File: config.mk
export PLATFORM = sky130hd
export DESIGN_NAME = muldiv_unit
export DESIGN_NICKNAME = d
export VERILOG_FILES = /design/src/muldiv_pkg.sv /design/src/muldiv_unit.sv /design/src/mul_unit.sv /design/src/div_unit.sv /design/src/muldiv_decode.sv
export SDC_FILE = /design/constraint.sdc
export NUM_CORES = 2
export LEC_CHECK = 0
export BUFFER_PORTS_ARGS = -buffer_cell sky130_fd_sc_hd__buf_4
export CORE_MARGIN = 5
export CORE_UTILIZATION = 45
export DETAILED_ROUTE_END_ITERATION = 6
export MAX_ROUTING_LAYER = met4
export PLACE_DENSITY = 0.72
export SETUP_SLACK_MARGIN = 0.02
export SYNTH_ARGS = -nofsm -noshare
export SYNTH_HDL_FRONTEND = slang
export SYNTH_HIERARCHICAL = 1
export SYNTH_SLANG_ARGS = --single-unit
File: constraint.sdc
create_clock -name clk_i -period 12.5 [get_ports clk_i]
set_input_delay 0.625 -clock clk_i [delete_from_list [all_inputs] [get_ports clk_i]]
set_output_delay 0.625 -clock clk_i [all_outputs]
set_load 0.05 [all_outputs]
File: src/muldiv_pkg.sv
// data width, funct3 encodings, decoded operation struct and latencies of the M-extension block
package muldiv_pkg;

	localparam int xlen = 32;

	// funct3 of the OP opcode with funct7 = 0000001
	localparam logic [2:0] funct3_mul    = 3'b000;
	localparam logic [2:0] funct3_mulh   = 3'b001;
	localparam logic [2:0] funct3_mulhsu = 3'b010;
	localparam logic [2:0] funct3_mulhu  = 3'b011;
	localparam logic [2:0] funct3_div    = 3'b100;
	localparam logic [2:0] funct3_divu   = 3'b101;
	localparam logic [2:0] funct3_rem    = 3'b110;
	localparam logic [2:0] funct3_remu   = 3'b111;

	typedef struct packed {
		logic is_div;   // divider instead of multiplier
		logic a_signed; // rs1 is two's complement
		logic b_signed; // rs2 is two's complement
		logic want_alt; // high product word or remainder
	} muldiv_op_t;

	// first start cycle to done pulse
	// divider: load, 32 iterations, sign fix
	localparam int div_latency = 34;
	// multiplier: load, 4 byte steps, sign fix
	localparam int mul_latency = 6;

endpackage
File: src/muldiv_unit.sv
// M-extension execution block: decode, multiplier and divider, result select
`timescale 1ns/1ps

module muldiv_unit (
	input  logic                          clk_i,
	input  logic                          reset_i,
	input  logic                          start_i,
	input  logic [2:0]                    funct3_i,
	input  logic [muldiv_pkg::xlen-1:0]   rs1_i,
	input  logic [muldiv_pkg::xlen-1:0]   rs2_i,
	output logic [muldiv_pkg::xlen-1:0]   result_o,
	output logic                          done_o
);

	muldiv_pkg::muldiv_op_t op;

	logic div_start;
	logic mul_start;
	logic div_done;
	logic mul_done;
	logic res_sel_r; // unit of the last done
	logic sel_div;
	logic [muldiv_pkg::xlen-1:0] div_result;
	logic [muldiv_pkg::xlen-1:0] mul_result;

	muldiv_decode i_decode (
		.funct3_i (funct3_i),
		.op_o     (op)
	);

	assign div_start = start_i & op.is_div; // only one unit runs
	assign mul_start = start_i & ~op.is_div;

	div_unit i_div (
		.clk_i      (clk_i),
		.reset_i    (reset_i),
		.start_i    (div_start),
		.op_i       (op),
		.dividend_i (rs1_i),
		.divisor_i  (rs2_i),
		.result_o   (div_result),
		.done_o     (div_done)
	);

	mul_unit i_mul (
		.clk_i          (clk_i),
		.reset_i        (reset_i),
		.start_i        (mul_start),
		.op_i           (op),
		.multiplicand_i (rs1_i),
		.multiplier_i   (rs2_i),
		.result_o       (mul_result),
		.done_o         (mul_done)
	);

	assign done_o = op.is_div ? div_done : mul_done;

	// keep result stable after done even if funct3 moves on
	always_ff @(posedge clk_i) begin
		if (reset_i) begin
			res_sel_r <= 1'b0;
		end else if (done_o) begin
			res_sel_r <= op.is_div;
		end
	end

	assign sel_div  = done_o ? op.is_div : res_sel_r;
	assign result_o = sel_div ? div_result : mul_result;

endmodule

File: src/mul_unit.sv
// iterative 32x32 multiplier, 8 multiplier bits per cycle, low or high word out
`timescale 1ns/1ps

module mul_unit (
	input  logic                          clk_i,
	input  logic                          reset_i,
	input  logic                          start_i,
	input  muldiv_pkg::muldiv_op_t        op_i,
	input  logic [muldiv_pkg::xlen-1:0]   multiplicand_i,
	input  logic [muldiv_pkg::xlen-1:0]   multiplier_i,
	output logic [muldiv_pkg::xlen-1:0]   result_o,
	output logic                          done_o
);

	// one-hot step, bit 0 idle and load, top bit sign fix
	logic [muldiv_pkg::mul_latency-1:0] step_r;
	logic hold_r;
	logic done_r;

	logic [2*muldiv_pkg::xlen-1:0] mcand_r; // shifts left a byte per step
	logic [2*muldiv_pkg::xlen-1:0] prod_r;
	logic [muldiv_pkg::xlen-1:0]   mplier_r;
	logic neg_r;

	logic sign_a;
	logic sign_b;
	logic load;
	logic accumulate;
	logic final_step;
	logic [muldiv_pkg::xlen-1:0]   a_mag;
	logic [muldiv_pkg::xlen-1:0]   b_mag;
	logic [2*muldiv_pkg::xlen-1:0] partial;
	logic [2*muldiv_pkg::xlen-1:0] prod_signed;

	assign sign_a = op_i.a_signed & multiplicand_i[muldiv_pkg::xlen-1];
	assign sign_b = op_i.b_signed & multiplier_i[muldiv_pkg::xlen-1];
	assign a_mag  = sign_a ? -multiplicand_i : multiplicand_i;
	assign b_mag  = sign_b ? -multiplier_i : multiplier_i;

	assign load       = start_i & step_r[0] & ~hold_r;
	assign final_step = start_i & step_r[muldiv_pkg::mul_latency-1];
	assign accumulate = start_i & ~step_r[0] & ~step_r[muldiv_pkg::mul_latency-1];

	assign partial     = mcand_r * {{(2*muldiv_pkg::xlen-8){1'b0}}, mplier_r[7:0]};
	assign prod_signed = neg_r ? -prod_r : prod_r;

	always_ff @(posedge clk_i) begin
		if (reset_i) begin
			step_r <= {{(muldiv_pkg::mul_latency-1){1'b0}}, 1'b1};
			hold_r <= 1'b0;
			done_r <= 1'b0;
		end else begin
			done_r <= final_step;
			if (!start_i) begin
				step_r <= {{(muldiv_pkg::mul_latency-1){1'b0}}, 1'b1};
				hold_r <= 1'b0;
			end else if (final_step) begin
				step_r <= {{(muldiv_pkg::mul_latency-1){1'b0}}, 1'b1};
				hold_r <= 1'b1; // no restart until start drops
			end else if (load || accumulate) begin
				step_r <= step_r << 1;
			end
		end
	end

	always_ff @(posedge clk_i) begin
		if (load) begin
			mcand_r  <= {{muldiv_pkg::xlen{1'b0}}, a_mag};
			mplier_r <= b_mag;
			prod_r   <= '0;
			neg_r    <= sign_a ^ sign_b;
		end else if (accumulate) begin
			prod_r   <= prod_r + partial;
			mcand_r  <= mcand_r << 8;
			mplier_r <= mplier_r >> 8;
		end else if (final_step) begin
			result_o <= op_i.want_alt ? prod_signed[2*muldiv_pkg::xlen-1:muldiv_pkg::xlen]
				: prod_signed[muldiv_pkg::xlen-1:0];
		end
	end

	assign done_o = done_r;

endmodule

File: src/div_unit.sv
// restoring radix-2 divider for DIV, DIVU, REM and REMU with sign correction
`timescale 1ns/1ps

module div_unit (
	input  logic                          clk_i,
	input  logic                          reset_i,
	input  logic                          start_i,
	input  muldiv_pkg::muldiv_op_t        op_i,
	input  logic [muldiv_pkg::xlen-1:0]   dividend_i,
	input  logic [muldiv_pkg::xlen-1:0]   divisor_i,
	output logic [muldiv_pkg::xlen-1:0]   result_o,
	output logic                          done_o
);

	// one-hot step, bit 0 idle and load, top bit sign fix
	logic [muldiv_pkg::div_latency-1:0] cycle_r;
	logic hold_r; // finished, waiting for start to drop
	logic done_r;

	logic [muldiv_pkg::xlen-1:0] quo_r; // dividend shifts out, quotient shifts in
	logic [muldiv_pkg::xlen-1:0] rem_r;
	logic [muldiv_pkg::xlen-1:0] dvs_r;
	logic neg_quo_r;
	logic neg_rem_r;

	logic sign_a;
	logic sign_b;
	logic divisor_zero;
	logic load;
	logic iterate;
	logic final_step;
	logic [muldiv_pkg::xlen-1:0] dividend_mag;
	logic [muldiv_pkg::xlen-1:0] divisor_mag;
	logic [muldiv_pkg::xlen:0]   shifted;
	logic [muldiv_pkg::xlen+1:0] trial;
	logic [muldiv_pkg::xlen-1:0] quo_fix;
	logic [muldiv_pkg::xlen-1:0] rem_fix;

	assign sign_a       = op_i.a_signed & dividend_i[muldiv_pkg::xlen-1];
	assign sign_b       = op_i.b_signed & divisor_i[muldiv_pkg::xlen-1];
	assign divisor_zero = (divisor_i == '0);
	assign dividend_mag = sign_a ? -dividend_i : dividend_i;
	assign divisor_mag  = sign_b ? -divisor_i : divisor_i;

	assign load       = start_i & cycle_r[0] & ~hold_r;
	assign final_step = start_i & cycle_r[muldiv_pkg::div_latency-1];
	assign iterate    = start_i & ~cycle_r[0] & ~cycle_r[muldiv_pkg::div_latency-1];

	// partial remainder gets the next dividend bit, then trial subtract
	assign shifted = {rem_r, quo_r[muldiv_pkg::xlen-1]};
	assign trial   = {1'b0, shifted} - {2'b00, dvs_r};

	assign quo_fix = neg_quo_r ? -quo_r : quo_r;
	assign rem_fix = neg_rem_r ? -rem_r : rem_r; // remainder follows dividend

	always_ff @(posedge clk_i) begin
		if (reset_i) begin
			cycle_r <= {{(muldiv_pkg::div_latency-1){1'b0}}, 1'b1};
			hold_r  <= 1'b0;
			done_r  <= 1'b0;
		end else begin
			done_r <= 1'b0;
			if (!start_i) begin // idle or abort
				cycle_r <= {{(muldiv_pkg::div_latency-1){1'b0}}, 1'b1};
				hold_r  <= 1'b0;
			end else if (load) begin
				if (divisor_zero) begin
					hold_r <= 1'b1;
					done_r <= 1'b1;
				end else begin
					cycle_r <= cycle_r << 1;
				end
			end else if (final_step) begin
				cycle_r <= {{(muldiv_pkg::div_latency-1){1'b0}}, 1'b1};
				hold_r  <= 1'b1;
				done_r  <= 1'b1;
			end else if (iterate) begin
				cycle_r <= cycle_r << 1;
			end
		end
	end

	always_ff @(posedge clk_i) begin
		if (load) begin
			quo_r     <= dividend_mag;
			rem_r     <= '0;
			dvs_r     <= divisor_mag;
			neg_quo_r <= sign_a ^ sign_b;
			neg_rem_r <= sign_a;
			if (divisor_zero) begin
				// riscv: quotient all ones, remainder is the dividend
				result_o <= op_i.want_alt ? dividend_i : '1;
			end
		end else if (iterate) begin
			if (trial[muldiv_pkg::xlen+1]) begin // negative, restore
				rem_r <= shifted[muldiv_pkg::xlen-1:0];
				quo_r <= {quo_r[muldiv_pkg::xlen-2:0], 1'b0};
			end else begin
				rem_r <= trial[muldiv_pkg::xlen-1:0];
				quo_r <= {quo_r[muldiv_pkg::xlen-2:0], 1'b1};
			end
		end else if (final_step) begin
			result_o <= op_i.want_alt ? rem_fix : quo_fix;
		end
	end

	assign done_o = done_r;

endmodule

File: src/muldiv_decode.sv
// funct3 to decoded operation flags for multiply and divide
`timescale 1ns/1ps

module muldiv_decode (
	input  logic [2:0]             funct3_i,
	output muldiv_pkg::muldiv_op_t op_o
);

	always_comb begin
		op_o = '0;
		case (funct3_i)
			muldiv_pkg::funct3_mul: begin
				op_o.is_div   = 1'b0; // low word is sign independent
				op_o.a_signed = 1'b0;
				op_o.b_signed = 1'b0;
				op_o.want_alt = 1'b0;
			end
			muldiv_pkg::funct3_mulh: begin
				op_o.a_signed = 1'b1;
				op_o.b_signed = 1'b1;
				op_o.want_alt = 1'b1;
			end
			muldiv_pkg::funct3_mulhsu: begin
				op_o.a_signed = 1'b1;
				op_o.b_signed = 1'b0;
				op_o.want_alt = 1'b1;
			end
			muldiv_pkg::funct3_mulhu: begin
				op_o.want_alt = 1'b1;
			end
			muldiv_pkg::funct3_div: begin
				op_o.is_div   = 1'b1;
				op_o.a_signed = 1'b1;
				op_o.b_signed = 1'b1;
			end
			muldiv_pkg::funct3_divu: begin
				op_o.is_div   = 1'b1;
			end
			muldiv_pkg::funct3_rem: begin
				op_o.is_div   = 1'b1;
				op_o.a_signed = 1'b1;
				op_o.b_signed = 1'b1;
				op_o.want_alt = 1'b1;
			end
			default: begin // remu
				op_o.is_div   = 1'b1;
				op_o.want_alt = 1'b1;
			end
		endcase
	end

endmodule

==> summary.md <==
| Metric | Value |
|---|---|
| Top cell type's share of synthesized area | 21.8% |
| Total CTS buffers | 45 |
| Routed WL per cell | 19.7 um |
| Most common library cell in the layout ignoring fill and taps | nand2_1 |
| Worst reg2reg endpoint | i_mul/prod_r[57]$_SDFFE_PP0P_ |
| Status | completed |
| Setup Fix Bufs, Post-CTS | 0 |
| Total power | approximately 6.2 mW |
| Area leader, netlist | fa_1 |
| Syn Area/Cell | 8.61 um2 |
| Num ports | 103 |
| Final hold viol count | 0 |
| Post-route worst setup slack | between 6000 and 7000 ps |
| Max FO, Critical Path | 64 |
| VDD IR max | 151 uV |
| DR pass1 iterations | 6 |
| Worst hold path class | in -> reg |
| CP required | 12920 ps |
| GRT Residual Overflow | 0 |
| Insertion delay to the later sink of the worst-skew pair | 600 ps |
| WP data arrival | 6880 ps |
| DP Worst Slack | 6110 ps |
| Count of input and output buffers | between 100 and 150 |
| Core Rows | 106 |
| Die W | about 300 um |
| RR Startpoint | i_mul/mplier_r[0]$_DFFE_PP_ |
| Pwr Density | around 150 mW/mm2 |
| Post-CTS Resized | 0 |
| Max Buffers Root-to-Sink | 3 |
| Die area | 0.0899 mm2 |
| Clk root buf | clkbuf_16 |
| Layout cells sized above 1 | 6.56% |
| WL final | 108000 um |
| Yosys reg bits | 368 |
| Post-cts hold buffer count | 0 |
| Synth top area cells | fa_1 (22%), edfxtp_1 (15%), dfxtp_1 (9.2%), nand2_1 (5.9%), inv_1 (5.8%) |
| Vias | just over 30000 |
| Biggest regs | i_mul/mcand_r x64, i_mul/prod_r x64, i_div/cycle_r x34 |
| CTS tree | built |
| Final setup skew | roughly 26 ps |
| Slew margin rel. | a little over a fifth |
| Critical Path End Type | register |
| Setup-failing EPs final | 0 |
| Total nets after synthesis | 4988 |
| Syn-to-layout area delta | 7.71% |
| Most frequent cells in the layout | nand2_1 (588), inv_1 (580), fa_1 (411), and2_1 (325), a21oi_1 (268) |
| Final net count | 4933 |
| RSZ-0062 raised after global routing | no |
| Synth cell types | 97 |
| Core footprint | 0.0836 mm2 |
| Most used flip-flop cell after synthesis | edfxtp_1 |
| Fmax | 0.155 GHz |
| Leakage | 17.3 nW |
| Min-delay src | reset_i |
| Final estimated routing congestion in global placement | 0.965 |
| Clock transition at path regs | 60 ps |
| Sequential share of the synthesized area | 24.6% |
| Initial antenna violation count | 15 |
| Startpoint types | register |
| Gr usage total | 24.4% |
| Minimum clock period | roughly 6500 ps |
| Hold depth | 2 |
| Post-synth EDFFs | 195 |
| Die Ht | 300 um |
| Area of the mapped netlist | 0.0378 mm2 |
| Detailed placement HPWL | 81400 um |
| Largest net degree at the start of global routing | 100 |
| Initial DRC Count | 2598 |
| Number of global-route vias before repair | 31100 |
| CTS Sinks | between 300 and 400 |
| Kind of critical path | reg -> reg |
| Setup TNS | 0 ps |
| Vias/cell | 5.64 |
| Period utilisation layout | 51.7% |
| FFs w/ async S/R, synth | 0% |
| DRC viols | 0 |
| Slew Limit Fails | 0 |
| Syn. warnings | 6 |
| Reg2reg setup slack | 6040 ps |
| Initial Utilization | 45.3% |
| Least-Margin Pin Slew | between 1000 and 1500 ps |
| ANT nets after route | 0 |
| H-tree level count | 2 |
| First-pass GRT wire length | ~170000 um |
| Worst Reg-to-Reg Cells | 20 |
| Cells after Synth | 4395 |
| Max_cap viols | 0 |
-- report_power, final --
group / leakage, nW / switching [mW] / internal, mW / total, mW
sequential: 3.19 / 0.0536 / 1.34 / 1.39
clock: 0.736 / 0.559 / 0.779 / 1.34
combinational: 13.3 / 2.17 / 1.27 / 3.43
-- cell usage after synthesis (all sizes together), types with 34 or more instances --
cell type    n
dfxtp      173
o31ai       44
nand3       42
nor2       258
edfxtp     195
nand2      590
inv        581
and2       328
clkbuf     203
a21oi      270
xor2       127
nor3        39
fa         411
a22oi       50
nand4       37
o21ai      262
a21o        35
ha         112
mux2        34
xnor2      202
-- layout make-up --
type                       count  area (um2)
antenna                       16        40.0
timing repair buffer         129         968
tap                         1080        1350
multi-input combinational   3213       25400
inverter                     583        2190
clock inverter                21         183
sequential                   368        9320
fill                        7867       42800
clock buffer                  61        1310
-- logic make-up after synthesis --
group | count (synthesis) | synth area share, %
muxes | 45 | 1.30
buffers and inverters | 814 | 8.36
and+or+nand+nor | 1460 | 18.7
AOI/OAI and AO/OA | 856 | 13.9
DFF | 368 | 24.6
adders and majority gates | 523 | 25.5
xor gates and xnor gates | 329 | 7.62
-- metal layers --
metal  global-route usage (%)  share of wire [%]  vias up
met5                        -                  0        -
met4                     9.32                4.4        0
met3                     4.46                7.9      252
met2                     39.1                 47     1154
met1                     30.9                 41    15200
li1                         -                  -    14300
-- how the worst max path moves through the flow --
stage                     depth (start not counted)                         from                            end
final                                            20  i_mul/mplier_r[0]$_DFFE_PP_  i_mul/prod_r[57]$_SDFFE_PP0P_
after global routing                             20  i_mul/mplier_r[0]$_DFFE_PP_  i_mul/prod_r[63]$_SDFFE_PP0P_
after CTS                                        20  i_mul/mplier_r[0]$_DFFE_PP_  i_mul/prod_r[36]$_SDFFE_PP0P_
after detailed placement                         20  i_mul/mplier_r[0]$_DFFE_PP_  i_mul/prod_r[36]$_SDFFE_PP0P_
after global placement                           20  i_mul/mplier_r[0]$_DFFE_PP_  i_mul/prod_r[36]$_SDFFE_PP0P_
after floorplan                                  21  i_mul/mplier_r[0]$_DFFE_PP_  i_mul/prod_r[62]$_SDFFE_PP0P_
-- critical path, cell delays in order (launching register included) --
cell	delay (ps)
edfxtp_1	320
buf_4	650
nand2_1	180
fa_1	540
inv_1	60
fa_1	490
fa_1	540
inv_1	50
fa_1	480
inv_1	60
ha_1	470
a21oi_1	150
o21ai_0	270
a211oi_1	90
o21ai_0	220
o21ai_0	250
o41ai_1	850
nor2_1	150
o21bai_1	210
xnor2_1	130
o22ai_1	100
-- stage by stage --
stage | cell area (um2) | std cells | util, % | hold WS [ps]
detailed placement | 39200 | 5373 | 46.9 | 443
floorplan | 37800 | 4395 | - | 427
global route | 40700 | 5469 | 48.8 | 199
CTS | 40700 | 5455 | 48.7 | 195
finish | 40700 | 5471 | 48.8 | 231
global placement | 39200 | 5373 | 46.9 | 437
(Power assumes the default switching activity.)
